## src/common/pano_config.svh

```systemverilog
`ifndef PANO_CONFIG_SVH
`define PANO_CONFIG_SVH

// ------------------------------------------------------------
// Memory map
// ------------------------------------------------------------

// Internal RAM, 8 KB echoed across the top 64 KB
`define PANO_RAM_BASE   32'hFFFF0000
`define PANO_RAM_WORDS  2048

// GPIO register block
`define PANO_GPIO_BASE  32'h03000000
`define PANO_GPIO_SIZE  256

// Word index of the audio sample register
`define PANO_GPIO_SAMPLE_IDX 4

// ------------------------------------------------------------
// Audio path
// ------------------------------------------------------------

// Frames buffered between bus and serializer
`define PANO_FIFO_DEPTH 4

// clk_rv cycles per serial bit
`define PANO_BCLK_DIV   4

// Bits per DSP frame, both channels
`define PANO_FRAME_BITS 32

`endif

```

## src/common/pano_pkg.sv

```systemverilog
package pano_pkg;

    // ------------------------------------------------------------
    // PicoRV32 native memory bus
    // ------------------------------------------------------------

    // Request held by the master until ready, nonzero wstrb is a write
    typedef struct packed {
        logic        valid;
        logic [31:0] addr;
        logic [31:0] wdata;
        logic [3:0]  wstrb;
    } bus_req_t;

    // Ready is a single-cycle pulse with rdata valid alongside
    typedef struct packed {
        logic        ready;
        logic [31:0] rdata;
    } bus_rsp_t;

    // Address regions seen by the decoder
    typedef enum logic [2:0] {
        REGION_NONE = 3'd0,
        REGION_RAM  = 3'd1,
        REGION_GPIO = 3'd2
    } region_e;

    // ------------------------------------------------------------
    // Audio
    // ------------------------------------------------------------

    // Stereo sample pair, left sits in the upper half and goes out first
    typedef struct packed {
        logic [15:0] left;
        logic [15:0] right;
    } audio_frame_t;

endpackage

```

## src/audio/dsp_serializer.sv

```systemverilog
`include "pano_config.svh"

module dsp_serializer (
    input  logic                   clk_rv,
    input  logic                   vb_rst,
    input  pano_pkg::audio_frame_t frame,
    input  logic                   empty,
    output logic                   pop,
    output logic                   bclk,
    output logic                   lrck,
    output logic                   dat
);

    localparam int FRAME_W = `PANO_FRAME_BITS;
    localparam int PHASE_W = $clog2(`PANO_BCLK_DIV);
    localparam int BIT_W   = $clog2(FRAME_W);

    localparam logic [PHASE_W-1:0] PHASE_LAST = PHASE_W'(`PANO_BCLK_DIV - 1);
    localparam logic [PHASE_W-1:0] PHASE_RISE = PHASE_W'(`PANO_BCLK_DIV / 2);
    localparam logic [BIT_W-1:0]   BIT_LAST   = BIT_W'(FRAME_W - 1);

    logic [PHASE_W-1:0] phase;
    logic [BIT_W-1:0]   bits_left;
    logic [FRAME_W-1:0] shift_q;
    logic               frame_start;

    // Frame boundary falls on phase 0 once the last bit is done
    assign frame_start = (phase == '0) && (bits_left == '0);
    assign pop         = frame_start && !empty;

    // ------------------------------------------------------------
    // DSP mode B bit engine
    // ------------------------------------------------------------
    always_ff @(posedge clk_rv or posedge vb_rst) begin
        if (vb_rst) begin
            phase     <= '0;
            bits_left <= '0;
            shift_q   <= '0;
            bclk      <= 1'b0;
            lrck      <= 1'b0;
        end else begin
            phase <= (phase == PHASE_LAST) ? '0 : phase + 1'b1;
            if (phase == '0) begin
                // Falling edge of bclk, data moves here
                bclk <= 1'b0;
                if (bits_left == '0) begin
                    bits_left <= BIT_LAST;
                    lrck      <= 1'b1;
                    shift_q   <= empty ? '0 : frame;
                end else begin
                    bits_left <= bits_left - 1'b1;
                    lrck      <= 1'b0;
                    shift_q   <= {shift_q[FRAME_W-2:0], 1'b0};
                end
            end else if (phase == PHASE_RISE) begin
                bclk <= 1'b1;
            end
        end
    end

    // MSB first, so left channel leads
    assign dat = shift_q[FRAME_W-1];

endmodule

```

## config.mk

```make
export PLATFORM = sky130hd
export DESIGN_NAME = dsp_serializer
export DESIGN_NICKNAME = d
export VERILOG_FILES = /design/src/common/pano_pkg.sv /design/src/audio/dsp_serializer.sv
export VERILOG_INCLUDE_DIRS = /design/src /design/src/common
export SDC_FILE = /design/constraint.sdc
export NUM_CORES = 1
export LEC_CHECK = 0
export ABC_AREA = 1
export BUFFER_PORTS_ARGS = -buffer_cell sky130_fd_sc_hd__buf_2
export CAP_MARGIN = 0
export CORE_MARGIN = 2
export CORE_UTILIZATION = 56
export CTS_CLUSTER_SIZE = 14
export DETAILED_ROUTE_END_ITERATION = 8
export PLACE_DENSITY = 0.8
export SYNTH_ARGS = -nofsm -noshare
export SYNTH_HDL_FRONTEND = slang
export SYNTH_SLANG_ARGS = --single-unit
```

## constraint.sdc

```tcl
create_clock -name clk_rv -period 1.59 [get_ports clk_rv]
set_input_delay 0.318 -clock clk_rv [delete_from_list [all_inputs] [get_ports clk_rv]]
set_output_delay 0.318 -clock clk_rv [all_outputs]
set_load 0.005 [all_outputs]
```

==> metrics.md <==
| Metric | Value |
|---|---|
| TritonCTS clock tree | `yes` |
| Synth top area cells | `dfrtp_1, nand2_1, nand4_1, nand3_1, inv_1` |
| Area after DPL | `about 0.0026 mm²` |
| Initial antenna violation count | `0` |
| Hold Violations, Final | `0` |
| Vias in the first global route | `around 1900` |
| Post-CTS Hold Fix Bufs | `0` |
| CTS HTree Levels | `2` |
| Leading area contributor after synthesis | `dfrtp_1` |
| Share of cells above drive strength 1 | `18.5%` |
| Max-Cap Viols | `0` |
| Mapped cell area | `0.00231 mm²` |
| Ys Warns | `0` |
| Port Buf Inserts | `38` |
| Crit. End Element | `output pin` |
| Minimum clock period | `1630 ps` |
| Power Dens Cells | `770 mW/mm²` |
| Slew Limit Fails | `0` |
| Clock root buffer | `clkbuf_8` |
| Status | `finished with violations` |
| Top-level I/O count | `39` |
| Routed Wire Length | `4970 µm` |
| Max FO, Critical Path | `3` |
| Post-Syn Nets | `364` |
| Post-DP HPWL | `3150 µm` |
| Met3 Use GR | `4.44%` |
| GP Congestion | `around 0.77` |
| Via Count | `2126` |
| Slew @ Worst Pin | `307 ps` |
| Fin Hold WS | `68.1 ps` |
| Post-synth cell types | `16` |
| Cells after Synth | `325` |
| Antenna fix cells | `0` |
| Clk_lat worst skew | `290 ps` |
| Vias per cell | `5.16` |
| Finished Cell Area | `around 0.0027 mm²` |
| Failing checks | `negative setup slack` |
| Post-synthesis register bit count | `a little over 40` |
| Synth top area share | `between 40% and 50%` |
| CTS buffer count | `5` |
| Pwr Total | `about 2.1 mW` |
| Initial DRC Count | `around 190` |
| DR pass1 iterations | `4` |
| VDD IR max | `621 µV` |
| Area grow syn2layout | `18.0%` |
| GRT Util Overall | `23.9%` |
| Average size of a mapped cell | `between 7 and 8 µm²` |
| CP startpoint kind | `register` |
| Post-synthesis sequential area ratio | `between 40% and 50%` |
| Num Clock Sinks | `41` |
| Hold Crit Class | `primary input to asynchronous set/reset pin` |
| Max clock buf depth | `2` |
| Final worst-path setup slack | `-41.0 ps` |
| Gr busiest metal | `met2` |
| Crit path kind | `register to output pin` |
| Post-route ant nets | `0` |
| Initial Utilization | `about 58%` |
| Post-DR wirelength/cell | `12.1 µm` |
| Largest net degree at the start of global routing | `42` |
| Rel. slew slack | `79.5%` |
| Skew final | `6.12 ps` |
| First-pass GRT wire length | `8360 µm` |
| Die X | `68.2 µm` |
| Die area | `between 0.004 and 0.005 mm²` |
| Std-Cell Rows | `23` |
| Final worst-path cycle share | `103%` |
| # DRC | `0` |
| Total gr overflow | `0` |
| Grt met2 use | `40.8%` |
| RSZ-0062 raised after global routing | `yes` |
| Fmax | `613 MHz` |
| Crit path required time | `1270 ps` |
| Core Area | `between 0.003 and 0.004 mm²` |
| Setup-failing EPs final | `1` |
| Routing usage on met1 | `30.7%` |
| Worst-path clk slew | `80 ps` |
| Leakage | `1.58 nW` |
| Setup TNS | `-41.0 ps` |
| Nets@finish | `400` |
| FILL cells | `around 340` |
| Die H | `68.2 µm` |
| CP arrival | `1310 ps` |
==> flip-flops by register name (all words and copies together) (netlist names) <==
| signal | count |
|---|---|
| shift_q | 32 |
| lrck | 1 |
| phase | 2 |
| bits_left | 5 |
| bclk | 1 |
==> kinds of logic after synthesis <==
logic type / after synthesis / share of synthesized area (%)
AOI/OAI and AO/OA: 3 / 0.651
xor gates and xnor gates: 1 / 0.380
adders and majority gates: 4 / 2.17
buffers and inverters: 66 / 12.2
DFF: 41 / 44.5
and+or+nand+nor: 210 / 40.1
==> final timing paths <==
| kind | slack (ps) | cells after the start | from | endpoint |
|---|---|---|---|---|
| worst max-delay path | -40 | 6 | bits_left[2] | pop |
| worst min-delay path | 70 | 3 | vb_rst | shift_q[3] |
| worst max register to register | 140 | 6 | phase[0] | bits_left[3] |
| worst min register to register | 450 | 1 | phase[0] | phase[0] |
| max in group asynchronous | 1320 | 3 | vb_rst | shift_q[1] |
| min in group clk_rv | 340 | 5 | frame[10] | shift_q[10] |
==> layout by cell type (no fill, tap or decap) <==
master	synthesis	final
or2_2	1	1
bufinv_16	0	1
ha_1	4	3
nand2_1	135	134
buf_4	0	11
nor2_4	1	1
dfrtp_1	41	41
nand3_4	0	1
clkbuf_8	0	6
ha_4	0	1
o21ai_0	3	3
buf_12	0	3
nor2_1	6	6
nand2_2	0	1
inv_1	43	40
nand3_1	35	35
nand4_1	31	31
xor2_1	1	1
buf_2	9	38
clkbuf_1	10	1
inv_2	0	3
==> through the flow <==
step	util, %	std cells	worst slack (ps)
final	68.5	412	-41.0
after global routing	68.5	412	-133
after CTS	68.1	411	-68.2
after detailed placement	64.7	402	170
after global placement	64.7	402	203
after floorplan	-	325	123
==> report_power, final <==
group / internal, mW / leakage, nW / switching (mW)
clock: 0.512 / 0.0585 / 0.354
combinational: 0.0679 / 0.988 / 0.0801
sequential: 1.07 / 0.532 / 0.0143
total: 1.65 / 1.58 / 0.449
==> area by class of cell <==
cell class	instances	area [µm²]	area share, %
clock buffer	7	86.3	3.17
inverter	43	161	5.93
tap	50	62.6	2.30
multi-input combinational	218	1020	37.6
timing repair buffer	52	333	12.2
sequential	41	1030	37.7
clock inverter	1	30.0	1.10
==> cells in the mapped netlist <==
| master | number |
|---|---|
| nand3_1 | 35 |
| nor2_4 | 1 |
| or2_2 | 1 |
| nand4_1 | 31 |
| buf_1 | 1 |
| nor2_1 | 6 |
| xor2_1 | 1 |
| buf_2 | 9 |
| buf_6 | 3 |
| clkbuf_1 | 10 |
| nand2_1 | 135 |
| o21ai_0 | 3 |
| inv_1 | 43 |
| nand3_2 | 1 |
| ha_1 | 4 |
| dfrtp_1 | 41 |
==> metal layers <==
| metal | up-vias | wire length (µm) |
|---|---|---|
| met2 | 63 | 2370 |
| met4 | 0 | 80 |
| met1 | 960 | 2210 |
| met3 | 9 | 306 |
| met5 | - | 0 |
| li1 | 1094 | - |
==> timing repair <==
item | 4_1_cts | 5_1_grt
resized for setup | 6 | 1
buffers inserted | 1 | 1
pin swaps | 1 | 1
cloned | 0 | 0
setup endpoints to repair | 1 | 1
==> critical path, cell delays in order, from the launching register on <==
cell,delay (ps)
dfrtp_1,430
nor2_4,190
nand3_4,80
inv_2,70
nand2_2,50
nor2_1,90
buf_2,120
(Power assumes the default switching activity.)
