File: config.mk
export PLATFORM = sky130hd
export DESIGN_NAME = sample_fifo
export DESIGN_NICKNAME = d
export VERILOG_FILES = /design/src/common/pano_config.svh /design/src/common/pano_pkg.sv /design/src/audio/sample_fifo.sv
export SDC_FILE = /design/constraint.sdc
export NUM_CORES = 1
export LEC_CHECK = 0
export ABC_CLOCK_PERIOD_IN_PS = 2100
export BUFFER_PORTS_ARGS = -buffer_cell sky130_fd_sc_hd__buf_2
export CAP_MARGIN = 0
export CELL_PAD_IN_SITES_DETAIL_PLACEMENT = 0
export CELL_PAD_IN_SITES_GLOBAL_PLACEMENT = 1
export CORE_MARGIN = 2
export CORE_UTILIZATION = 25
export DETAILED_ROUTE_END_ITERATION = 8
export PLACE_DENSITY = 0.49
export REMOVE_ABC_BUFFERS = 1
export SLEW_MARGIN = 30
export SYNTH_ARGS = -nofsm -noshare
export SYNTH_HDL_FRONTEND = slang
export SYNTH_SLANG_ARGS = --single-unit
File: constraint.sdc
create_clock -name clk_rv -period 2.1 [get_ports clk_rv]
set_input_delay 0.105 -clock clk_rv [delete_from_list [all_inputs] [get_ports clk_rv]]
set_output_delay 0.105 -clock clk_rv [all_outputs]
set_load 0.02 [all_outputs]
File: src/common/pano_config.svh
`ifndef PANO_CONFIG_SVH
`define PANO_CONFIG_SVH

// ------------------------------------------------------------
// Memory map
// ------------------------------------------------------------

// Internal RAM, 8 KB echoed across the top 64 KB
`define PANO_RAM_BASE   32'hFFFF0000
`define PANO_RAM_WORDS  2048

// GPIO register block
`define PANO_GPIO_BASE  32'h03000000
`define PANO_GPIO_SIZE  256

// Word index of the audio sample register
`define PANO_GPIO_SAMPLE_IDX 4

// ------------------------------------------------------------
// Audio path
// ------------------------------------------------------------

// Frames buffered between bus and serializer
`define PANO_FIFO_DEPTH 4

// clk_rv cycles per serial bit
`define PANO_BCLK_DIV   4

// Bits per DSP frame, both channels
`define PANO_FRAME_BITS 32

`endif

File: src/common/pano_pkg.sv
package pano_pkg;

    // ------------------------------------------------------------
    // PicoRV32 native memory bus
    // ------------------------------------------------------------

    // Request held by the master until ready, nonzero wstrb is a write
    typedef struct packed {
        logic        valid;
        logic [31:0] addr;
        logic [31:0] wdata;
        logic [3:0]  wstrb;
    } bus_req_t;

    // Ready is a single-cycle pulse with rdata valid alongside
    typedef struct packed {
        logic        ready;
        logic [31:0] rdata;
    } bus_rsp_t;

    // Address regions seen by the decoder
    typedef enum logic [2:0] {
        REGION_NONE = 3'd0,
        REGION_RAM  = 3'd1,
        REGION_GPIO = 3'd2
    } region_e;

    // ------------------------------------------------------------
    // Audio
    // ------------------------------------------------------------

    // Stereo sample pair, left sits in the upper half and goes out first
    typedef struct packed {
        logic [15:0] left;
        logic [15:0] right;
    } audio_frame_t;

endpackage

File: src/audio/sample_fifo.sv
module sample_fifo #(
    parameter int DEPTH = 4
) (
    input  logic                   clk_rv,
    input  logic                   vb_rst,
    input  logic                   push,
    input  pano_pkg::audio_frame_t din,
    output logic                   full,
    input  logic                   pop,
    output pano_pkg::audio_frame_t dout,
    output logic                   empty
);
    import pano_pkg::*;

    localparam int PTR_W = (DEPTH > 1) ? $clog2(DEPTH) : 1;
    localparam int CNT_W = $clog2(DEPTH + 1);

    localparam logic [PTR_W-1:0] PTR_LAST = PTR_W'(DEPTH - 1);
    localparam logic [CNT_W-1:0] CNT_FULL = CNT_W'(DEPTH);

    audio_frame_t     mem [DEPTH];
    logic [PTR_W-1:0] wr_ptr;
    logic [PTR_W-1:0] rd_ptr;
    logic [CNT_W-1:0] count;
    logic             do_push;
    logic             do_pop;

    assign full    = (count == CNT_FULL);
    assign empty   = (count == '0);
    assign do_push = push && !full;
    assign do_pop  = pop && !empty;

    // Head of the buffer is always visible
    assign dout = mem[rd_ptr];

    always_ff @(posedge clk_rv) begin
        if (do_push) begin
            mem[wr_ptr] <= din;
        end
    end

    // ------------------------------------------------------------
    // Pointers and occupancy
    // ------------------------------------------------------------
    always_ff @(posedge clk_rv or posedge vb_rst) begin
        if (vb_rst) begin
            wr_ptr <= '0;
            rd_ptr <= '0;
            count  <= '0;
        end else begin
            if (do_push) begin
                wr_ptr <= (wr_ptr == PTR_LAST) ? '0 : wr_ptr + 1'b1;
            end
            if (do_pop) begin
                rd_ptr <= (rd_ptr == PTR_LAST) ? '0 : rd_ptr + 1'b1;
            end
            case ({do_push, do_pop})
                2'b10:   count <= count + 1'b1;
                2'b01:   count <= count - 1'b1;
                default: ;
            endcase
        end
    end

    // GPIO must stall rather than overrun
    a_no_push_full: assert property (
        @(posedge clk_rv) disable iff (vb_rst) push |-> !full
    );

    // Serializer sends silence instead of popping an empty buffer
    a_no_pop_empty: assert property (
        @(posedge clk_rv) disable iff (vb_rst) pop |-> !empty
    );

endmodule

==> flow_summary_export.csv <==
group,metric,value,unit
sta,rsz0062_at_grt,"true",
setup_path,critPathMaxStageDelay,0.55,ns
min_path,min_path_cells,3,
min_path,min_from,"pop",
setup_path,r2r-start,"count[0]$_DFFE_PP0P_",
clock_tree,cts_made_buffers,17,
final_layout,nNetsFinal,378,
detailed_routing,drcViolationCount,0,
global_routing,grt_pass1_vias,2677,
pwr,ir_drop,0.000563,V
setup_path,cp_data_required_time,2.00,ns
run,cap_violations,0,
synthesis,yosys_register_bits,135,
synthesis,yosys-top-cells-area,"edfxtp_1 75%, mux4_2 12%, dfrtp_1 3.4%",
placement,numPortBuffers,69,
sta,finalSetupViolCount,0,
floorplan,core,20200,µm²
detailed_routing,ant_nets,0,
clock_tree,postCtsSetupBuffers,0,
synthesis,ys_types,21,
placement,hpwl,6060,µm
pwr,p_leak,0.00240,µW
final_layout,drive_above_1_share,44.8,%
sta,drv_slew,0,
detailed_routing,num_vias,2426,
min_path,hold_path_class,"in -> reg",
setup_path,r2r_cells,9,
synthesis,syn_area_per_cell,24.5,µm²
clock_tree,clkSinkCount,135,
sta,worst_pin_slew,0.346,ns
synthesis,synth_edf_count,128,
final_layout,antenna_cells,0,
global_routing,antenna_found_initial,0,
setup_path,r2r_end,"count[2]$_DFFE_PP0P_",
final_layout,design_area,6810,µm²
synthesis,synth_area,5120,µm²
setup_path,arrival,1.91,ns
sta,slew_headroom,77.0,%
detailed_routing,route.detailed.wl_per_inst,16.1,µm
status,status,"complete, no violations",
sta,setup_ws,0.0828,ns
synthesis,async_reset_ff_share,5.19,%
detailed_routing,finalWirelength,9940,µm
setup_path,crit_fanout,22,
clock_tree,root_buffer,"clkbuf_16",
final_layout,final_core_util,33.8,%
global_routing,grtUsageTotal,9.95,%
setup_path,path_class,"reg -> out",
clock_tree,cts_tree,"built",
synthesis,synth_ff_type,"edfxtp_1",
placement,place_area,5880,µm²
synthesis,yosysTopAreaCell,"edfxtp_1",
sta,fin_crit,2.02,ns
pwr,cellPowerDensity,1450,nW/µm²
floorplan,rows,52,
placement,dp_slack,0.135,ns
floorplan,initial_core_util,25.4,%
global_routing,grt_max_degree,26,
clock_tree,clockBufferDepth,2,
setup_path,r2r_slack,0.16,ns
floorplan,io_pins,70,
final_layout,syn2layout_area_growth,33.0,%
floorplan,die_area,21600,µm²
global_routing,grt_overflow,0,
sta,hold_violations,0,
synthesis,yosysTopAreaCellShare,75.1,%
synthesis,yosys_warnings,0,
detailed_routing,routed_via_density,3.93,
detailed_routing,dr.pass1.iters,3,
clock_tree,htreeDepth,4,
synthesis,synthCells,209,
setup_path,slowest_stage,"mux4_2",
clock_tree,clkLatencyLatePin,0.41,ns
floorplan,die_y,147,µm
sta,worst_clock_skew,0.00683,ns
placement,gp_congestion,0.655,
synthesis,ys_seq_area_share,78.5,%
setup_path,crit_chain,"buf_12, mux4_2, buf_2",
min_path,hold_end,"rd_ptr[1]$_DFFE_PP0P_",
setup_path,startpoint_type,"register",
detailed_routing,first_iter_violations,134,
clock_tree,clk_pin_slew,0.06,ns
setup_path,endpoint_kind,"output pin",
global_routing,grt_pass1_wl,15400,µm
floorplan,die_x,147,µm
sta,min_period_over_period,96.1,%
sta,fmax,496,MHz
[cell usage after synthesis, types with 2 or more instances]
cell type / number
mux4_1: 4
xor2_1: 2
mux2_2: 4
dfrtp_1: 7
edfxtp_1: 128
ha_1: 6
inv_1: 8
mux4_2: 28
buf_12: 3
nor2_1: 3
and2_1: 4
buf_2: 3
[registers in the layout (all words and copies together), names as in the netlist]
signal	count
mem	128
count	3
rd_ptr	2
wr_ptr	2
[critical path, delay by kind of cell (launching register included)]
family   cells  cell delay (ns)
flops        1             0.49
mux          1             0.55
buf+inv      2             0.45
[worst max path at each step]
stage,start,endpoint,slack [ns],cells after the start
CTS,rd_ptr[0]$_DFFE_PP0P_,dout[25],0.01,3
finish,rd_ptr[0]$_DFFE_PP0P_,dout[26],0.08,3
global route,rd_ptr[0]$_DFFE_PP0P_,dout[11],-0.03,3
global placement,count[0]$_DFFE_PP0P_,count[2]$_DFFE_PP0P_,0.16,9
floorplan,rd_ptr[0]$_DFFE_PP0P_,dout[0],-0.20,1
detailed placement,count[0]$_DFFE_PP0P_,count[2]$_DFFE_PP0P_,0.14,9
[logic make-up (layout without fill, tap and decap cells)]
group / after synthesis / count (layout) / share of synthesized area [%]
buffers and inverters: 16 / 155 / 2.35
and+or+nand+nor: 11 / 11 / 1.34
muxes: 37 / 37 / 15.4
adders and majority gates: 7 / 7 / 1.86
xor gates and xnor gates: 3 / 3 / 0.513
DFF: 135 / 135 / 78.5
[stage by stage]
step                std cells  hold WS (ns)  power, µW  TNS (ns)
floorplan                 201       -0.0916       5720     -3.96
global route              618         0.121      10400   -0.0887
detailed placement        553        0.0583       6940         0
finish                    618        0.0995       9850         0
global placement          553        0.0568       6920         0
CTS                       618        0.0871      10100         0
[routing by layer]
metal	vias up	wire length (µm)	GRT usage, %
li1	1117	-	-
met1	1241	4480	12.5
met2	54	4890	15.8
met3	14	405	3.51
met4	0	160	4.04
met5	-	0	0
[what timing repair did]
item                                    4_1_cts  5_1_grt
pin swaps                                     0        1
hold buffers                                 33        0
endpoints found under the setup margin        7       10
gates cloned                                  0        0
hold endpoints to repair                    135        0
resized for setup                             4        2
[where the power goes]
part           leakage [µW]  switching [µW]  internal [µW]  total [µW]
Sequential          0.00125             262           3570        3840
Clock              0.000291            1130           1870        3000
Combinational      0.000860            1660           1360        3010
Total               0.00240            3050           6800        9850
[cell type report]
class,count,area [µm²]
sequential,135,4020
timing repair buffer,115,842
fill,1947,13400
clock buffer,17,425
clock inverter,15,176
multi-input combinational,58,975
tap,270,338
inverter,8,30.0
[cell usage in the layout (no fill, tap or decap), drive strengths merged]
cell / n
buf: 82
nor2b: 1
fa: 1
xor2: 2
clkbuf: 17
bufinv: 3
clkinv: 7
mux4: 32
dlygate4sd3: 33
dfrtp: 7
nor2: 3
edfxtp: 128
xnor2: 1
and2: 4
nor3b: 1
ha: 6
nand2b: 1
inv: 11
mux2i: 1
clkinvlp: 2
mux2: 4
nor3: 1
No activity file was read; power rests on OpenSTA's default activity.
