==> config.mk <==
export PLATFORM = sky130hd
export DESIGN_NAME = soc_bus_decoder
export DESIGN_NICKNAME = d
export VERILOG_FILES = /design/src/common/pano_pkg.sv /design/src/verilog/soc_bus_decoder.sv
export VERILOG_INCLUDE_DIRS = /design/src /design/src/common
export SDC_FILE = /design/constraint.sdc
export NUM_CORES = 1
export LEC_CHECK = 0
export ABC_AREA = 1
export BUFFER_PORTS_ARGS = -buffer_cell sky130_fd_sc_hd__buf_2
export CAP_MARGIN = 20
export CORE_AREA = 2 2 67 69
export CTS_CLUSTER_SIZE = 28
export DETAILED_ROUTE_END_ITERATION = 6
export DIE_AREA = 0 0 69 71
export GPL_ROUTABILITY_DRIVEN = 0
export PLACE_DENSITY = 0.72
export SKIP_CTS_REPAIR_TIMING = 1
export SYNTH_ARGS = -nofsm -noshare
export SYNTH_HDL_FRONTEND = slang
export SYNTH_SLANG_ARGS = --single-unit
==> constraint.sdc <==
create_clock -name clk_rv -period 4.1 [get_ports clk_rv]
set_input_delay 0.615 -clock clk_rv [delete_from_list [all_inputs] [get_ports clk_rv]]
set_output_delay 0.615 -clock clk_rv [all_outputs]
set_load 0.005 [all_outputs]
==> src/common/pano_config.svh <==
`ifndef PANO_CONFIG_SVH
`define PANO_CONFIG_SVH

// ------------------------------------------------------------
// Memory map
// ------------------------------------------------------------

// Internal RAM, 8 KB echoed across the top 64 KB
`define PANO_RAM_BASE   32'hFFFF0000
`define PANO_RAM_WORDS  2048

// GPIO register block
`define PANO_GPIO_BASE  32'h03000000
`define PANO_GPIO_SIZE  256

// Word index of the audio sample register
`define PANO_GPIO_SAMPLE_IDX 4

// ------------------------------------------------------------
// Audio path
// ------------------------------------------------------------

// Frames buffered between bus and serializer
`define PANO_FIFO_DEPTH 4

// clk_rv cycles per serial bit
`define PANO_BCLK_DIV   4

// Bits per DSP frame, both channels
`define PANO_FRAME_BITS 32

`endif

==> src/common/pano_pkg.sv <==
package pano_pkg;

    // ------------------------------------------------------------
    // PicoRV32 native memory bus
    // ------------------------------------------------------------

    // Request held by the master until ready, nonzero wstrb is a write
    typedef struct packed {
        logic        valid;
        logic [31:0] addr;
        logic [31:0] wdata;
        logic [3:0]  wstrb;
    } bus_req_t;

    // Ready is a single-cycle pulse with rdata valid alongside
    typedef struct packed {
        logic        ready;
        logic [31:0] rdata;
    } bus_rsp_t;

    // Address regions seen by the decoder
    typedef enum logic [2:0] {
        REGION_NONE = 3'd0,
        REGION_RAM  = 3'd1,
        REGION_GPIO = 3'd2
    } region_e;

    // ------------------------------------------------------------
    // Audio
    // ------------------------------------------------------------

    // Stereo sample pair, left sits in the upper half and goes out first
    typedef struct packed {
        logic [15:0] left;
        logic [15:0] right;
    } audio_frame_t;

endpackage

==> src/verilog/soc_bus_decoder.sv <==
`include "pano_config.svh"

module soc_bus_decoder (
    input  logic               clk_rv,
    input  logic               vb_rst,
    input  pano_pkg::bus_req_t req,
    output pano_pkg::bus_rsp_t rsp,
    output logic               ram_sel,
    output logic               gpio_sel,
    input  logic [31:0]        ram_rdata,
    input  logic [31:0]        gpio_rdata,
    input  logic               gpio_stall,
    output logic               irq
);
    import pano_pkg::*;

    localparam logic [31:0] GPIO_END = `PANO_GPIO_BASE + 32'(`PANO_GPIO_SIZE);

    region_e     region_d;
    region_e     region_q;
    logic        busy;
    logic        accept;
    logic        ready;
    logic [31:0] rdata;

    // ------------------------------------------------------------
    // Address decode, latched in the first cycle of a request
    // ------------------------------------------------------------
    always_comb begin
        if (req.addr >= `PANO_RAM_BASE) begin
            region_d = REGION_RAM;
        end else if ((req.addr >= `PANO_GPIO_BASE) && (req.addr < GPIO_END)) begin
            region_d = REGION_GPIO;
        end else begin
            region_d = REGION_NONE;
        end
    end

    // A valid without a pending request starts a new access
    assign accept = req.valid && !busy;

    always_ff @(posedge clk_rv or posedge vb_rst) begin
        if (vb_rst) begin
            busy     <= 1'b0;
            region_q <= REGION_NONE;
            irq      <= 1'b0;
        end else begin
            if (accept) begin
                busy     <= 1'b1;
                region_q <= region_d;
            end else if (ready) begin
                busy <= 1'b0;
            end
            // Fault stays up until reset
            if (accept && (region_d == REGION_NONE)) begin
                irq <= 1'b1;
            end
        end
    end

    // ------------------------------------------------------------
    // Selects, ready and read data
    // ------------------------------------------------------------
    assign ram_sel  = busy && (region_q == REGION_RAM);
    assign gpio_sel = busy && (region_q == REGION_GPIO);

    // GPIO holds ready back while the sample FIFO is full
    assign ready = busy && !(gpio_sel && gpio_stall);

    always_comb begin
        case (region_q)
            REGION_RAM:  rdata = ram_rdata;
            REGION_GPIO: rdata = gpio_rdata;
            default:     rdata = 32'hFFFFFFFF;
        endcase
    end

    assign rsp = '{ready: ready, rdata: rdata};

    // Master keeps valid up through the whole access
    a_ready_needs_valid: assert property (
        @(posedge clk_rv) disable iff (vb_rst)
        ready |-> (req.valid && $past(req.valid))
    );

endmodule

==> results of run 1 <==
## per-layer routing
layer,vias to the layer above,global-route usage (%)
met2,89,20.1
met5,-,0
met1,531,13.0
met4,0,4.58
li1,652,-
met3,4,5.98
## layout make-up
type / count / area share [%]
Clock buffer: 3 / 2.81
Inverter: 9 / 2.30
Multi-Input combinational cell: 85 / 36.7
Sequential cell: 4 / 6.80
Tap cell: 52 / 4.42
Timing Repair Buffer: 129 / 46.9
## critical path, cell delays in order, from the launching register on
cell and delay [ns]:
dfrtp_1 0.33, inv_1 0.06, ha_1 0.94, a221o_1 0.22
buf_2 0.14
## power by group
group | internal, mW | switching (mW) | total (mW) | leakage [nW]
Sequential | 0.0416 | 0.00104 | 0.0427 | 0.0474
Clock | 0.0626 | 0.0207 | 0.0833 | 0.0216
Combinational | 0.0976 | 0.0740 | 0.172 | 0.748
Total | 0.202 | 0.0958 | 0.298 | 0.817
## worst paths after layout
check,startpoint,endpoint,depth (start not counted)
setup / recovery,region_q[0],rsp[3],4
hold / removal,vb_rst,irq,2
setup reg to reg,region_q[0],busy,6
hold reg to reg,irq,irq,2
max in group asynchronous,vb_rst,busy,2
min in group clk_rv,irq,irq,2
## cell families after synthesis
family | Yosys count
and+or+nand+nor | 49
AOI/OAI and AO/OA | 34
buffers and inverters | 21
DFF | 4
adders and majority gates | 2
## layout by cell type, fill, tap and decap left out
cell type  Yosys  final
a21oi_1        2      2
a221o_1       32     32
buf_16         0      2
buf_2          3    127
clkbuf_8       1      3
dfrtp_1        4      4
ha_1           2      2
inv_1          9      9
nand2_1       27     27
nand3_1        1      1
nor2_1        21     21
## stage by stage
| stage | utilization [%] | total power [mW] |
|---|---|---|
| 2_1_floorplan | - | 0.129 |
| 3_3_place_gp | 32.7 | 0.208 |
| 3_5_place_dp | 32.7 | 0.210 |
| 4_1_cts | 33.7 | 0.296 |
| 5_1_grt | 35.0 | 0.325 |
| 6_report | 35.0 | 0.298 |
## registers in the layout (all words and copies together), names as in the netlist
register,count
busy,1
irq,1
region_q,2
==> summary.txt, run 1 <==
Max layer used = met4
Mux contribution to synthesized area = 0%
Post-Synth XOR/XNOR Area = 0%
Initial antenna violation count = 0
Post-synthesis simple-gate area fraction = 23.5%
Final Max Slew Viols = 0
Leakage = 0.817 nW
Die X = 69 um
Post-synth EDFFs = 0
Top-count cell post-synth = a221o_1
Top cell type by total area after synthesis = a221o_1
Average size of a mapped cell = 7.18 sq um
CP Capture Type = output port
Worst slew margin = 34.1%
Hold Crit Class = input pin to asynchronous set/reset pin
# diodes = 0
Post-route ant nets = 0
Unrepaired setup endpoints after global routing = false
Status = completed
Max Fclk = 395 MHz
CTS Buf Count = 3
First-pass DRT Iterations = 6
Ys flop type = dfrtp_1
Commonest cells post-synth = a221o_1 (32), nand2_1 (27), nor2_1 (21)
WL per Instance = 11.1 um
Root buffer cell = clkbuf_8
Via/cell ratio = 4.52
Area post-placement = 1380 sq um
Final Cycle Share = 61.7%
Critical Path RT = 3.48 ns
Reg-to-reg slack, setup = 2.90 ns
Largest family of logic cells by synthesized area = compound AO/OA/AOI/OAI gates
Sequential fraction of the synthesis area = 12.7%
GRT Overall Usage = 12.0%
H-tree depth = 1
Final #Nets = 370
Final Hold Slack = 0.275 ns
Detailed Route Iter0 Violations = 53
Post-Syn Area = 790 sq um
Startpoint type of the worst setup path = flop
Die area = 4900 sq um
DR DRC count = 0
DPL Wire Length = 2.50 mm
Multi-input logic area = 541 sq um
Layout cells sized above 1 = 57.4%
Final hold vios = 0
Starting Density = 18.8%
Die Ht = 71 um
Adder-cell share of the synthesized area = 3.17%
Metal-1 WL = 1.17 mm
# fillers = 439
Worst-Skew Late Latency = 0.22 ns
Number of I/O pins = 172
CTS tree = done
Place WS = 1.60 ns
DR WL met2 = 1.46 mm
Largest net degree at the start of global routing = 35
Number of global-route vias before repair = 1061
Final worst path period need = 2.53 ns
Final setup violation count = 0
Core area = 4200 sq um
CTS Buffer Depth = 2
Post-route cell area = 1470 sq um
YS warnings = 0
Final Instance Count excl. Fillers = 282
Netlist cell types = 12
Layout area overhead = 86.4%
Number of port buffers = 127
CTS Sinks = 4
Critical Path Fanout Max = 32
Synth Area in Compound Gates = 41.8%
Placed insts = 277
Seq cells post-synth = 4
Max rail drop VDD = 0.000108 V
Post-Syn Nets = 248
Setup TNS = 0 ns
Max-cap violations = 0
Crit path kind = flop to output port
Gate Count Post-Synth = 110
Yosys top cell area share = 40.6%
Routed length on met3 = 474 um
Top cells by area, synth = a221o_1 (41%), nand2_1 (13%), dfrtp_1 (13%)
Worst path arrival time = 1.91 ns
Slew @ Worst Pin = 0.988 ns
Gr ovfl total = 0
Fin worst setup slack = 1.57 ns
Global-route wire length before repair = 4.76 mm
Final WL = 3.14 mm
Storage element area = 100 sq um
Final Skew = 0.00496 ns
Clk slew on worst S/H paths = 0.03 ns
Power density cells = 202 nW/um^2
Floorplan row count = 24
Share of synthesized registers carrying an async set or reset = 100%
Vias = 1276
Note: power is estimated with default switching activity, not from simulation.
==> run 2: changes to the inputs <==
--- a/config.mk
+++ b/config.mk
@@ -9,12 +9,12 @@
 export ABC_AREA = 1
 export BUFFER_PORTS_ARGS = -buffer_cell sky130_fd_sc_hd__buf_2
 export CAP_MARGIN = 20
-export CORE_AREA = 2 2 67 69
+export CORE_AREA = 2 2 66 68
 export CTS_CLUSTER_SIZE = 28
 export DETAILED_ROUTE_END_ITERATION = 6
-export DIE_AREA = 0 0 69 71
+export DIE_AREA = 0 0 68 70
 export GPL_ROUTABILITY_DRIVEN = 0
-export PLACE_DENSITY = 0.72
+export PLACE_DENSITY = 0.74
 export SKIP_CTS_REPAIR_TIMING = 1
 export SYNTH_ARGS = -nofsm -noshare
 export SYNTH_HDL_FRONTEND = slang
==> constraint.sdc (replaced) <==
create_clock -name clk_rv -period 2.46 [get_ports clk_rv]
set_input_delay 0.369 -clock clk_rv [delete_from_list [all_inputs] [get_ports clk_rv]]
set_output_delay 0.369 -clock clk_rv [all_outputs]
set_load 0.005 [all_outputs]
==> summary.txt, run 2 (synthesis results as in run 1) <==
Leakage = 0.806 nW
Final setup violation count = 0
Die area = 4760 sq um
Final Skew = 0.000778 ns
Final #Nets = 370
Unrepaired setup endpoints after global routing = false
CTS Sinks = 4
Final worst path period need = 2.25 ns
FF-to-FF Start = region_q[0]
Layout area overhead = 82.9%
GRT Overall Usage = 11.6%
Final hold vios = 0
Gr ovfl total = 0
DPL Wire Length = 2.51 mm
Critical Path Fanout Max = 32
Max Fclk = 444 MHz
# diodes = 0
CTS tree = done
Top reg by flops = region_q
Max rail drop VDD = 0.000153 V
Global-route wire length before repair = 4.42 mm
Final Cycle Share = 91.6%
Via/cell ratio = 4.46
Max-cap violations = 0
Largest net degree at the start of global routing = 34
Startpoint type of the worst setup path = flop
Slew @ Worst Pin = 0.961 ns
Number of global-route vias before repair = 1030
Commonest non-fill, non-tap cell in the layout = buf_2
H-tree depth = 1
Floorplan row count = 24
R2R depth = 7
Post-route ant nets = 0
Status = completed
Final Max Slew Viols = 0
Core area = 4140 sq um
Final WL = 3.05 mm
CP Capture Type = output port
Vias = 1257
Die X = 68 um
Worst path arrival time = 1.88 ns
Critical Path RT = 2.09 ns
CTS Buf Count = 3
Most frequent cells in the layout = buf_2 (127), a221o_1 (32), nand2_1 (27)
WL per Instance = 10.8 um
Layout cells sized above 1 = 57.4%
Biggest regs = region_q: 2 flops, busy: 1 flops, irq: 1 flops
Max FFs per register = 2
Die Ht = 70 um
Crit path kind = flop to output port
Reg-to-reg slack, setup = 1.01 ns
Number of port buffers = 127
Worst-Skew Late Latency = 0.21 ns
Clk slew on worst S/H paths = 0.03 ns
Worst slew margin = 35.9%
Final Instance Count excl. Fillers = 282
Hold Crit Class = input pin to asynchronous set/reset pin
Starting Density = 19.1%
Placed insts = 279
Power density cells = 330 nW/um^2
First-pass DRT Iterations = 4
Number of I/O pins = 172
CTS Buffer Depth = 2
DR DRC count = 0
FF-to-FF End = busy
Detailed Route Iter0 Violations = 56
Root buffer cell = clkbuf_8
Setup TNS = 0 ns
Initial antenna violation count = 0
[run 2: cell types whose count changed in the layout (fill, tap and decap cells not counted)]
cell / change
buf_12: +1
buf_4: +1
buf_16: -2
[run 2: layer usage]
metal	up-vias	track usage, %	share of wire, %	wire, um
met1	536	12.0	37	1130
met2	69	22.0	50	1510
met4	0	3.11	0.30	9
met5	-	0	0	0
li1	650	-	-	-
met3	2	3.06	13	399
[run 2: final cells by class]
type / count / area, sq um
Clock buffer: 3 / 41.3
Fill cell: 440 / 2700
Inverter: 9 / 33.8
Multi-Input combinational cell: 85 / 541
Sequential cell: 4 / 100
Tap cell: 52 / 65.1
Timing Repair Buffer: 129 / 663
[run 2: worst max path at each step]
stage                start      end  slack, ns  cells past startpoint
2_1_floorplan  region_q[0]   rsp[0]       0.95                      4
3_3_place_gp   region_q[1]  rsp[30]       0.42                      3
3_5_place_dp   region_q[0]  rsp[10]       0.41                      4
4_1_cts        region_q[0]  rsp[30]       0.15                      4
5_1_grt        region_q[0]  rsp[31]       0.06                      4
6_report       region_q[0]  rsp[10]       0.21                      4
[run 2: power by group]
group | leakage, nW | internal [mW] | total, mW | switching, mW
Sequential | 0.0474 | 0.0694 | 0.0713 | 0.00194
Clock | 0.0216 | 0.104 | 0.133 | 0.0294
Combinational | 0.737 | 0.153 | 0.272 | 0.118
Total | 0.806 | 0.327 | 0.476 | 0.150
[run 2: stage by stage]
| step | util [%] | power (mW) | setup WS, ns | instance area, sq um | hold slack, ns |
|---|---|---|---|---|---|
| 3_5_place_dp | 33.8 | 0.348 | 0.410 | 1400 | 0.262 |
| 3_3_place_gp | 33.8 | 0.344 | 0.423 | 1400 | 0.260 |
| 4_1_cts | 34.8 | 0.485 | 0.151 | 1440 | 0.0408 |
| 5_1_grt | 34.8 | 0.523 | 0.0601 | 1440 | 0.0445 |
| 2_1_floorplan | - | 0.214 | 0.954 | 790 | 0.135 |
| 6_report | 34.8 | 0.476 | 0.208 | 1440 | 0.0351 |
[run 2: worst max-delay path, cell delays in order, from the launching register on]
cell and delay (ns):
dfrtp_1 0.34, inv_1 0.06, ha_1 0.92, a221o_1 0.23
buf_2 0.12
