$ cat src/common/pano_config.svh
`ifndef PANO_CONFIG_SVH
`define PANO_CONFIG_SVH

// ------------------------------------------------------------
// Memory map
// ------------------------------------------------------------

// Internal RAM, 8 KB echoed across the top 64 KB
`define PANO_RAM_BASE   32'hFFFF0000
`define PANO_RAM_WORDS  2048

// GPIO register block
`define PANO_GPIO_BASE  32'h03000000
`define PANO_GPIO_SIZE  256

// Word index of the audio sample register
`define PANO_GPIO_SAMPLE_IDX 4

// ------------------------------------------------------------
// Audio path
// ------------------------------------------------------------

// Frames buffered between bus and serializer
`define PANO_FIFO_DEPTH 4

// clk_rv cycles per serial bit
`define PANO_BCLK_DIV   4

// Bits per DSP frame, both channels
`define PANO_FRAME_BITS 32

`endif

$ cat src/common/pano_pkg.sv
package pano_pkg;

    // ------------------------------------------------------------
    // PicoRV32 native memory bus
    // ------------------------------------------------------------

    // Request held by the master until ready, nonzero wstrb is a write
    typedef struct packed {
        logic        valid;
        logic [31:0] addr;
        logic [31:0] wdata;
        logic [3:0]  wstrb;
    } bus_req_t;

    // Ready is a single-cycle pulse with rdata valid alongside
    typedef struct packed {
        logic        ready;
        logic [31:0] rdata;
    } bus_rsp_t;

    // Address regions seen by the decoder
    typedef enum logic [2:0] {
        REGION_NONE = 3'd0,
        REGION_RAM  = 3'd1,
        REGION_GPIO = 3'd2
    } region_e;

    // ------------------------------------------------------------
    // Audio
    // ------------------------------------------------------------

    // Stereo sample pair, left sits in the upper half and goes out first
    typedef struct packed {
        logic [15:0] left;
        logic [15:0] right;
    } audio_frame_t;

endpackage

$ cat src/gpio/gpio_regs.sv
`include "pano_config.svh"

module gpio_regs (
    input  logic                   clk_rv,
    input  logic                   vb_rst,
    input  logic                   sel,
    input  pano_pkg::bus_req_t     req,
    output logic [31:0]            rdata,
    output logic                   stall,
    output logic                   led_red_n,
    output logic                   led_green_n,
    output logic                   core_hold,
    output logic [7:0]             key,
    output pano_pkg::audio_frame_t frame,
    output logic                   push,
    input  logic                   fifo_full
);

    localparam int IDX_W = $clog2(`PANO_GPIO_SIZE) - 2;

    localparam logic [IDX_W-1:0] IDX_GREEN  = IDX_W'(0);
    localparam logic [IDX_W-1:0] IDX_RED    = IDX_W'(1);
    localparam logic [IDX_W-1:0] IDX_HOLD   = IDX_W'(2);
    localparam logic [IDX_W-1:0] IDX_KEY    = IDX_W'(3);
    localparam logic [IDX_W-1:0] IDX_SAMPLE = IDX_W'(`PANO_GPIO_SAMPLE_IDX);

    logic [IDX_W-1:0] idx;
    logic             wr;
    logic             sample_wr;
    logic             led_green;
    logic             led_red;

    assign idx       = req.addr[IDX_W+1:2];
    assign wr        = sel && (req.wstrb != 4'd0);
    assign sample_wr = wr && (idx == IDX_SAMPLE);

    // ------------------------------------------------------------
    // Control registers
    // ------------------------------------------------------------
    always_ff @(posedge clk_rv or posedge vb_rst) begin
        if (vb_rst) begin
            led_green <= 1'b0;
            led_red   <= 1'b0;
            core_hold <= 1'b1;
            key       <= 8'd0;
        end else if (wr) begin
            case (idx)
                IDX_GREEN: led_green <= req.wdata[0];
                IDX_RED:   led_red   <= req.wdata[0];
                IDX_HOLD:  core_hold <= req.wdata[0];
                IDX_KEY:   key       <= req.wdata[7:0];
                default:   ;
            endcase
        end
    end

    always_comb begin
        case (idx)
            IDX_GREEN: rdata = {31'd0, led_green};
            IDX_RED:   rdata = {31'd0, led_red};
            IDX_HOLD:  rdata = {31'd0, core_hold};
            IDX_KEY:   rdata = {24'd0, key};
            default:   rdata = 32'd0;
        endcase
    end

    // LEDs are active low on the board
    assign led_green_n = !led_green;
    assign led_red_n   = !led_red;

    // ------------------------------------------------------------
    // Audio sample port
    // ------------------------------------------------------------
    assign frame = '{left: req.wdata[31:16], right: req.wdata[15:0]};

    // Wait here until the FIFO has room, then push once
    assign push  = sample_wr && !fifo_full;
    assign stall = sample_wr && fifo_full;

endmodule

$ cat config.mk
export PLATFORM = sky130hd
export DESIGN_NAME = gpio_regs
export DESIGN_NICKNAME = d
export VERILOG_FILES = /design/src/common/pano_pkg.sv /design/src/gpio/gpio_regs.sv
export VERILOG_INCLUDE_DIRS = /design/src /design/src/common
export SDC_FILE = /design/constraint.sdc
export NUM_CORES = 1
export LEC_CHECK = 0
export ABC_AREA = 1
export BUFFER_PORTS_ARGS = -buffer_cell sky130_fd_sc_hd__buf_2
export CORE_MARGIN = 2
export CORE_UTILIZATION = 28
export CTS_BUF_LIST = sky130_fd_sc_hd__clkbuf_4 sky130_fd_sc_hd__clkbuf_8 sky130_fd_sc_hd__clkbuf_16
export CTS_CLUSTER_SIZE = 16
export DETAILED_ROUTE_END_ITERATION = 12
export PLACE_DENSITY = 0.77
export REMOVE_ABC_BUFFERS = 1
export SYNTH_ARGS = -nofsm -noshare
export SYNTH_HDL_FRONTEND = slang
export SYNTH_SLANG_ARGS = --single-unit
$ cat constraint.sdc
create_clock -name clk_rv -period 0.85 [get_ports clk_rv]
set_input_delay 0.1275 -clock clk_rv [delete_from_list [all_inputs] [get_ports clk_rv]]
set_output_delay 0.1275 -clock clk_rv [all_outputs]
set_load 0.1 [all_outputs]
==> results of run 1 <==
==> worst paths after layout <==
check                      depth (start not counted)  slack [ns]       end  startpoint
setup reg to reg                                   4        0.01    key[3]      key[3]
hold reg to reg                                    2        0.49   led_red     led_red
setup / recovery                                   5       -0.53  rdata[0]   core_hold
min in group asynchronous                          3        0.31   led_red      vb_rst
max in group asynchronous                          4        0.18    key[2]      vb_rst
hold / removal                                     3        0.14    key[1]      req[5]
==> cells by family (layout without fill, tap and decap cells) <==
kind of cell | Yosys count | in the layout | share of synthesized area [%]
buffers and inverters | 73 | 100 | 44.09
DFF | 11 | 11 | 25.11
other | 1 | 24 | 0.3406
and+or+nand+nor | 69 | 69 | 29.55
AOI/OAI and AO/OA | 2 | 2 | 0.9091
==> what timing repair did <==
action | CTS | global route
buffers inserted | 5 | 3
endpoints found under the hold margin | 4 | 0
setup endpoints to repair | 23 | 32
gates cloned | 1 | 0
hold buffers | 1 | 0
pin swaps | 6 | 9
gates resized for setup | 38 | 15
==> sequential cells by signal, indices dropped and copies added, names as in the netlist <==
name,count
led_green,1
core_hold,1
key,8
led_red,1
==> through the flow <==
step	setup TNS, ns	utilization (%)
6_report	-5.666	53.30
5_1_grt	-7.162	53.30
4_1_cts	-5.601	52.39
3_5_place_dp	-6.124	45.35
3_3_place_gp	-5.495	45.35
2_1_floorplan	-20.56	-
==> placed cells by master, fill, tap and decap left out <==
master / n
sky130_fd_sc_hd__o21ai_1: 2
sky130_fd_sc_hd__nor3_2: 2
sky130_fd_sc_hd__nand2_4: 2
sky130_fd_sc_hd__nor2_2: 2
sky130_fd_sc_hd__dfstp_2: 1
sky130_fd_sc_hd__nand3_4: 1
sky130_fd_sc_hd__conb_1: 24
sky130_fd_sc_hd__dfrtp_1: 10
sky130_fd_sc_hd__nor2_4: 9
sky130_fd_sc_hd__clkinv_2: 1
sky130_fd_sc_hd__buf_4: 15
sky130_fd_sc_hd__nor2_8: 1
sky130_fd_sc_hd__nand2_2: 2
sky130_fd_sc_hd__nand3_2: 2
sky130_fd_sc_hd__inv_1: 11
sky130_fd_sc_hd__buf_16: 1
sky130_fd_sc_hd__buf_12: 30
sky130_fd_sc_hd__buf_6: 13
sky130_fd_sc_hd__nor3b_2: 1
sky130_fd_sc_hd__buf_2: 17
sky130_fd_sc_hd__clkbuf_8: 3
sky130_fd_sc_hd__nand3_1: 2
sky130_fd_sc_hd__inv_2: 5
sky130_fd_sc_hd__buf_8: 2
sky130_fd_sc_hd__dlygate4sd3_1: 1
sky130_fd_sc_hd__clkbuf_4: 1
sky130_fd_sc_hd__nand2_1: 34
sky130_fd_sc_hd__nor2_1: 11
==> layout make-up <==
| cell class | count | area, um2 |
|---|---|---|
| sequential | 11 | 276.5 |
| timing repair buffer | 79 | 1012 |
| fill | 343 | 1735 |
| tap | 48 | 60.06 |
| multi-input combinational | 95 | 518.0 |
| clock buffer | 4 | 48.80 |
| inverter | 17 | 65.06 |
==> critical path: cells and delay by family, from the launching register on <==
| family | cells | cell delay [ns] |
|---|---|---|
| DFF | 1 | 0.53 |
| buffers and inverters | 2 | 0.22 |
| and+or+nand+nor | 3 | 0.25 |
==> power by group <==
| group | total (mW) | leakage, nW | internal (mW) | switching, mW |
|---|---|---|---|---|
| Clock | 0.564 | 0.0262 | 0.362 | 0.202 |
| Combinational | 2.04 | 0.818 | 0.613 | 1.43 |
| Sequential | 0.644 | 0.144 | 0.597 | 0.0477 |
| Total | 3.25 | 0.988 | 1.57 | 1.68 |
==> per-layer routing <==
metal	track usage, %	routed length, um	vias to the layer above
met3	11.32	526	6
met2	22.00	1521	76
met4	7.143	47	2
met5	9.722	25	-
li1	-	-	481
met1	17.03	1278	448
==> flow_metrics.tcl, run 1 <==
set metrics [dict create \
    post_route_cells_drive_above_1_share_pct 53.88 \
    p_total_mw 3.249 \
    report.final.hold_viol_count 0 \
    detailroute.via_count 1013 \
    die_area_um2 4450 \
    final-setup-viol-count 29 \
    cts_max_path_buffers 2 \
    yosysTopAreaCell "sky130_fd_sc_hd__buf_4" \
    cts_inserted_buffers 3 \
    synth-main-ff-cell "sky130_fd_sc_hd__dfrtp_1" \
    final_antenna_net_count 0 \
    design.portCount 150 \
    yosys-top-cells-count "sky130_fd_sc_hd__buf_4 (56), sky130_fd_sc_hd__nand2_1 (36), sky130_fd_sc_hd__nor2_1 (20)" \
    powerDensity_nw_per_um2 1640 \
    via_count_of_the_first_global_routing_pass 1038 \
    ys_async_sr_fraction_pct 100.0 \
    final_period_minus_worst_setup_slack_ns 1.379 \
    global_route_wire_length_before_repair_um 4905 \
    count_of_different_cell_masters_after_synthesis 18 \
    clock_sink_count 11 \
    clock_insertion_delay_worst_skew_ns 0.24 \
    place_congestion 0.7564 \
    power_leakage_nw 0.9884 \
    grt_overflow 0 \
    vias_per_cell 3.988 \
    floorplan.die.height_um 66.71 \
    floorplan.core_area_um2 3716 \
    hold_class "input pin to register" \
    path_cells "inv_1 -> nor3_2 -> nor2_1 -> nand2_1 -> buf_12" \
    worst_slack_ns -0.5288 \
    track_usage_pct 15.68 \
    fin_hold_ws_ns 0.1375 \
    fin_nets 280 \
    die_width_um 66.71 \
    crit_path_top_delay_cell "sky130_fd_sc_hd__dfstp_2" \
    syn_to_final_growth_pct 79.89 \
    end_kind "primary output" \
    crit_required_ns 0.72 \
    start_kind "register" \
    antenna_violations_before_repair 0 \
    syn_area_per_cell_um2 7.058 \
    dp.final_hpwl_um 2699 \
    drtPass1Iterations 2 \
    final_wirelength_um 3399 \
    grt_max_degree 9 \
    finalMaxSlewViolations 0 \
    post_drt_wl_per_cell_um 13.38 \
    setup_repair_after_global_routing_missed_its_margin "yes" \
    drt-initial-drc-count 20 \
    diode_insertion_count_for_antenna_repair 0 \
    number_of_synthesized_flops_with_an_enable_pin 0 \
    max_freq_mhz 725.3 \
    slowest_delay_ns 0.53 \
    worstPathArrival_ns 1.25 \
    critical_path_peak_fanout 2 \
    maxCapViolCount 0 \
    status "finished with violations" \
    synthesis.instances 156 \
    place.detailed.instances 244 \
    io_buffers 50 \
    cts.root.buffer_cell "sky130_fd_sc_hd__clkbuf_8" \
    postSynthRegisterBits 11 \
    synth.most_common_cell "sky130_fd_sc_hd__buf_4" \
    finClkSkew_ns 0 \
    post-route-cell-area_um2 1981 \
    postPlaceCellArea_um2 1685 \
    initial_utilization_pct 29.63 \
    post_synth_instance_area_um2 1101 \
    drcViolationCount 0 \
    worst-setup-path-type "register to primary output" \
    fraction_of_the_cycle_the_final_worst_path_needs_pct 162.2 \
    placement_rows 22 \
    clkSlewWorstSetupHoldPaths_ns 0.05 \
    failing_checks "setup timing" \
    yosys_warnings 0 \
    share_of_the_yosys_chip_area_belonging_to_registers_pct 25.11 \
    layoutNonFillerInstCount 254 \
    peakVddDrop_mv 1.067 \
    yosys.area.top_type_share_pct 38.18 \
    synth_top_cells_by_area "sky130_fd_sc_hd__buf_4 (38%), sky130_fd_sc_hd__dfrtp_1 (23%), sky130_fd_sc_hd__nand2_1 (12%)" \
    cts.htree.levels 1 \
    dpl_worst_slack_ns -0.3891 \
    tritoncts_clock_tree "yes" \
]
No activity file was read; power rests on OpenSTA's default activity.
==> run 2: changes to the inputs <==
- SETUP_SLACK_MARGIN: not set -> 0.15
==> flow_metrics.tcl, run 2 (synthesis results as in run 1) <==
set metrics [dict create \
    initial_utilization_pct 29.63 \
    syn_to_final_growth_pct 86.36 \
    final_antenna_net_count 0 \
    setup_repair_after_global_routing_missed_its_margin "yes" \
    path_cells "inv_1 -> nor3_2 -> nor2_1 -> nand2_1 -> buf_12" \
    clock_insertion_delay_worst_skew_ns 0.24 \
    detailroute.via_count 1027 \
    worst_slack_ns -0.5384 \
    floorplan.core_area_um2 3716 \
    cts_max_path_buffers 2 \
    max_freq_mhz 720.3 \
    grt_max_degree 9 \
    post_drt_wl_per_cell_um 13.88 \
    antenna_violations_before_repair 0 \
    dp.final_hpwl_um 2699 \
    report.final.hold_viol_count 0 \
    multi_input_comb_area_um2 541.8 \
    final_wirelength_um 3566 \
    final_period_minus_worst_setup_slack_ns 1.388 \
    die_width_um 66.71 \
    status "finished with violations" \
    cts_inserted_buffers 3 \
    final-setup-viol-count 30 \
    fin_nets 283 \
    end_kind "primary output" \
    cts.root.buffer_cell "sky130_fd_sc_hd__clkbuf_8" \
    tritoncts_clock_tree "yes" \
    crit_path_top_delay_cell "sky130_fd_sc_hd__dfstp_2" \
    dpl_worst_slack_ns -0.3891 \
    largest_register "key" \
    drt-initial-drc-count 25 \
    grt_overflow 0 \
    power_leakage_nw 1.013 \
    io_buffers 50 \
    clkSlewWorstSetupHoldPaths_ns 0.05 \
    floorplan.die.height_um 66.71 \
    layout.cells.most_common "sky130_fd_sc_hd__nand2_1" \
    vias_per_cell 3.996 \
    peakVddDrop_mv 1.064 \
    p_total_mw 3.306 \
    place_congestion 0.7564 \
    drtPass1Iterations 4 \
    area.sequential_um2 276.5 \
    drcViolationCount 0 \
    via_count_of_the_first_global_routing_pass 1053 \
    largest_register_ffs 8 \
    critical_path_peak_fanout 2 \
    hold_class "input pin to register" \
    post_route_cells_drive_above_1_share_pct 55.98 \
    die_area_um2 4450 \
    finalMaxSlewViolations 0 \
    critical_path.top_delay_family "flip-flops" \
    design.portCount 150 \
    maxCapViolCount 0 \
    global_route_wire_length_before_repair_um 5050 \
    crit_required_ns 0.72 \
    worst-setup-path-type "register to primary output" \
    powerDensity_nw_per_um2 1611 \
    slowest_delay_ns 0.53 \
    layoutNonFillerInstCount 257 \
    layout.filler_cells 341 \
    final_cell_mix "sky130_fd_sc_hd__nand2_1 (32), sky130_fd_sc_hd__buf_12 (30), sky130_fd_sc_hd__conb_1 (24)" \
    finClkSkew_ns 0 \
    diode_insertion_count_for_antenna_repair 0 \
    clock_sink_count 11 \
    worstPathArrival_ns 1.26 \
    start_kind "register" \
    track_usage_pct 16.14 \
    cp.buffers_inverters 2 \
    placement_rows 22 \
    failing_checks "setup timing" \
    cts.htree.levels 1 \
    place.detailed.instances 244 \
    fraction_of_the_cycle_the_final_worst_path_needs_pct 163.3 \
]
## run 2: worst reg2reg max path, cell delays in order (launching register included)
cell,delay (ns)
sky130_fd_sc_hd__dfrtp_1,0.39
sky130_fd_sc_hd__buf_6,0.13
sky130_fd_sc_hd__buf_4,0.12
sky130_fd_sc_hd__buf_6,0.11
sky130_fd_sc_hd__nand2_2,0.05
sky130_fd_sc_hd__nand2_1,0.05
## run 2: power by group
| part | internal [mW] | switching [mW] |
|---|---|---|
| clock network | 0.362 | 0.202 |
| logic | 0.650 | 1.45 |
| registers | 0.597 | 0.0484 |
| total | 1.61 | 1.70 |
## run 2: final timing paths
path	endpoint	slack, ns	startpoint	cells after the start
hold / removal	key[1]	0.14	req[5]	3
min in group asynchronous	led_red	0.29	vb_rst	3
setup reg to reg	key[3]	-0.10	key[3]	5
setup / recovery	rdata[0]	-0.54	core_hold	5
hold reg to reg	led_red	0.50	led_red	2
max in group asynchronous	key[2]	0.25	vb_rst	4
## run 2: timing repair
item                                   CTS  global route
pin swaps                                7            11
setup endpoints to repair               32            39
endpoints found under the hold margin    4             0
resized for setup                       40            22
hold buffers                             1             0
gates cloned                             1             0
setup buffers                            4             3
## run 2: cell type report
cell class | count | area share (%)
Sequential cell | 11 | 13.48
Clock buffer | 4 | 2.378
Timing Repair Buffer | 82 | 51.65
Multi-Input combinational cell | 95 | 26.40
Tap cell | 48 | 2.927
Inverter | 17 | 3.171
## run 2: stage by stage
stage	setup TNS, ns	hold WS [ns]	utilization, %	cell area (um2)
floorplan	-20.56	-0.02078	-	767.0
global placement	-5.495	0.03230	45.35	1685
detailed placement	-6.124	0.03408	45.35	1685
CTS	-5.606	0.1332	52.56	1953
global route	-8.732	0.1581	55.22	2052
finish	-7.008	0.1375	55.22	2052
## run 2: per-layer routing
metal	share of wire (%)	wire (um)	track usage [%]	up-vias
met5	0	0	9.722	-
met4	1.3	45	7.143	0
met3	15	524	11.32	4
met2	47	1662	22.75	74
met1	37	1334	17.75	460
li1	-	-	-	489
==> run 3: changes to the inputs <==
- CELL_PAD_IN_SITES_DETAIL_PLACEMENT: not set -> 1
- CELL_PAD_IN_SITES_GLOBAL_PLACEMENT: not set -> 1
- CORE_UTILIZATION: 28 -> 16
- PLACE_DENSITY: 0.77 -> not set
- PLACE_DENSITY_LB_ADDON: not set -> 0.1
==> flow_metrics.tcl, run 3 (synthesis results as in run 1) <==
set metrics [dict create \
    setup_repair_after_global_routing_missed_its_margin "yes" \
    report.final.hold_viol_count 0 \
    crit_path_top_delay_cell "sky130_fd_sc_hd__dfstp_2" \
    final_wirelength_um 3940 \
    max_freq_mhz 723.0 \
    diode_insertion_count_for_antenna_repair 0 \
    worstHoldPathCells 3 \
    p_total_mw 3.349 \
    postLayoutCoreUtil_pct 32.09 \
    clkSlewWorstSetupHoldPaths_ns 0.05 \
    r2r-start "key[4]" \
    peakVddDrop_mv 0.5506 \
    grt_overflow 0 \
    syn_to_final_growth_pct 95.80 \
    gr-usage-met1_pct 11.65 \
    regToRegSetupSlack_ns -0.02 \
    clock_sink_count 11 \
    fin_nets 286 \
    largest_register "key" \
    place_congestion 0.6723 \
    worst_slack_ns -0.5332 \
    start_kind "register" \
    drt-initial-drc-count 13 \
    crit_required_ns 0.72 \
    tritoncts_clock_tree "yes" \
    final-setup-viol-count 29 \
    dp.final_hpwl_um 2971 \
    path_cells "inv_1 -> nor3_2 -> nor2_1 -> nand2_1 -> buf_12" \
    placement_rows 30 \
    grt_most_used_layer "met2" \
    slowest_delay_ns 0.52 \
    drtPass1Iterations 4 \
    post-route-cell-area_um2 2156 \
    die_width_um 86.96 \
    global_route_wire_length_before_repair_um 5816 \
    cts.root.buffer_cell "sky130_fd_sc_hd__clkbuf_8" \
    drcViolationCount 0 \
    cts_inserted_buffers 3 \
    vias_per_cell 3.682 \
    final_period_minus_worst_setup_slack_ns 1.383 \
    grt_use_met2_pct 15.34 \
    initial_utilization_pct 16.39 \
    postPlaceCellArea_um2 1710 \
    floorplan.die.height_um 86.96 \
    status "finished with violations" \
    fin_hold_ws_ns 0.1351 \
    via_count_of_the_first_global_routing_pass 1139 \
    grt_max_degree 9 \
    clock_insertion_delay_worst_skew_ns 0.24 \
    powerDensity_nw_per_um2 1554 \
    post_route_cells_drive_above_1_share_pct 64.15 \
    gr-usage-met3_pct 7.204 \
    floorplan.core_area_um2 6719 \
    hold_path.startpoint "req[5]" \
    design.portCount 150 \
    detailroute.via_count 1075 \
    finalMaxSlewViolations 0 \
    layout.cells.most_common "sky130_fd_sc_hd__buf_12" \
    cts_max_path_buffers 2 \
    antenna_violations_before_repair 0 \
    hold_class "input pin to register" \
    worstPathArrival_ns 1.26 \
    worst-setup-path-type "register to primary output" \
    post_drt_wl_per_cell_um 13.49 \
    io_buffers 50 \
    end_kind "primary output" \
    track_usage_pct 10.13 \
    failing_checks "setup timing" \
    fraction_of_the_cycle_the_final_worst_path_needs_pct 162.7 \
    largest_register_ffs 8 \
    reg2reg_to "key[4]" \
    setup_total_negative_slack_ns -6.930 \
    die_area_um2 7561 \
    final_antenna_net_count 0 \
    min_to "key[1]" \
    cts.htree.levels 1 \
    final_cell_mix "sky130_fd_sc_hd__buf_12 (29), sky130_fd_sc_hd__conb_1 (24), sky130_fd_sc_hd__nand2_1 (20)" \
    power_leakage_nw 1.012 \
    finClkSkew_ns 0 \
    r2r_cells 4 \
    maxCapViolCount 0 \
    critical_path_peak_fanout 2 \
]
[run 3: worst max-delay path by stage]
stage                   start        to  slack (ns)
global placement      req[43]  rdata[0]       -0.38
floorplan             req[43]     stall       -1.89
CTS                 core_hold  rdata[0]       -0.56
global route        core_hold  rdata[0]       -0.64
finish              core_hold  rdata[0]       -0.53
detailed placement    req[43]  rdata[0]       -0.41
[run 3: through the flow]
step                      instances  worst slack [ns]
after floorplan                 123            -1.890
after global placement          274           -0.3834
after detailed placement        274           -0.4106
after CTS                       285           -0.5551
after global routing            292           -0.6421
final                           292           -0.5332
[run 3: per-layer routing]
layer / vias to the layer above / wire (um)
met5: - / 0
met1: 496 / 1492
met2: 82 / 1834
met4: 0 / 15
li1: 495 / -
met3: 2 / 597
[run 3: power breakdown]
part           switching [mW]  internal (mW)  leakage [nW]
logic                    1.47          0.661         0.841
registers              0.0500          0.596         0.144
clock network           0.210          0.362        0.0262
[run 3: timing repair]
| action | in CTS | in global routing |
|---|---|---|
| buffers inserted | 5 | 7 |
| hold buffers | 2 | 0 |
| setup endpoints to repair | 32 | 32 |
| hold endpoints to repair | 3 | 0 |
| pin swaps | 15 | 26 |
| resized for setup | 53 | 30 |
[run 3: critical path, delay by kind of cell (launching register included)]
family	cells	cell delay [ns]
DFF	1	0.52
and+or+nand+nor	3	0.27
buffers and inverters	2	0.23
[run 3: cell type report]
cell class | count | area (um2)
inverter | 17 | 68.82
sequential | 11 | 276.5
clock buffer | 4 | 48.80
tap | 80 | 100.1
timing repair buffer | 85 | 1050
multi-input combinational | 95 | 611.8
fill | 791 | 4563
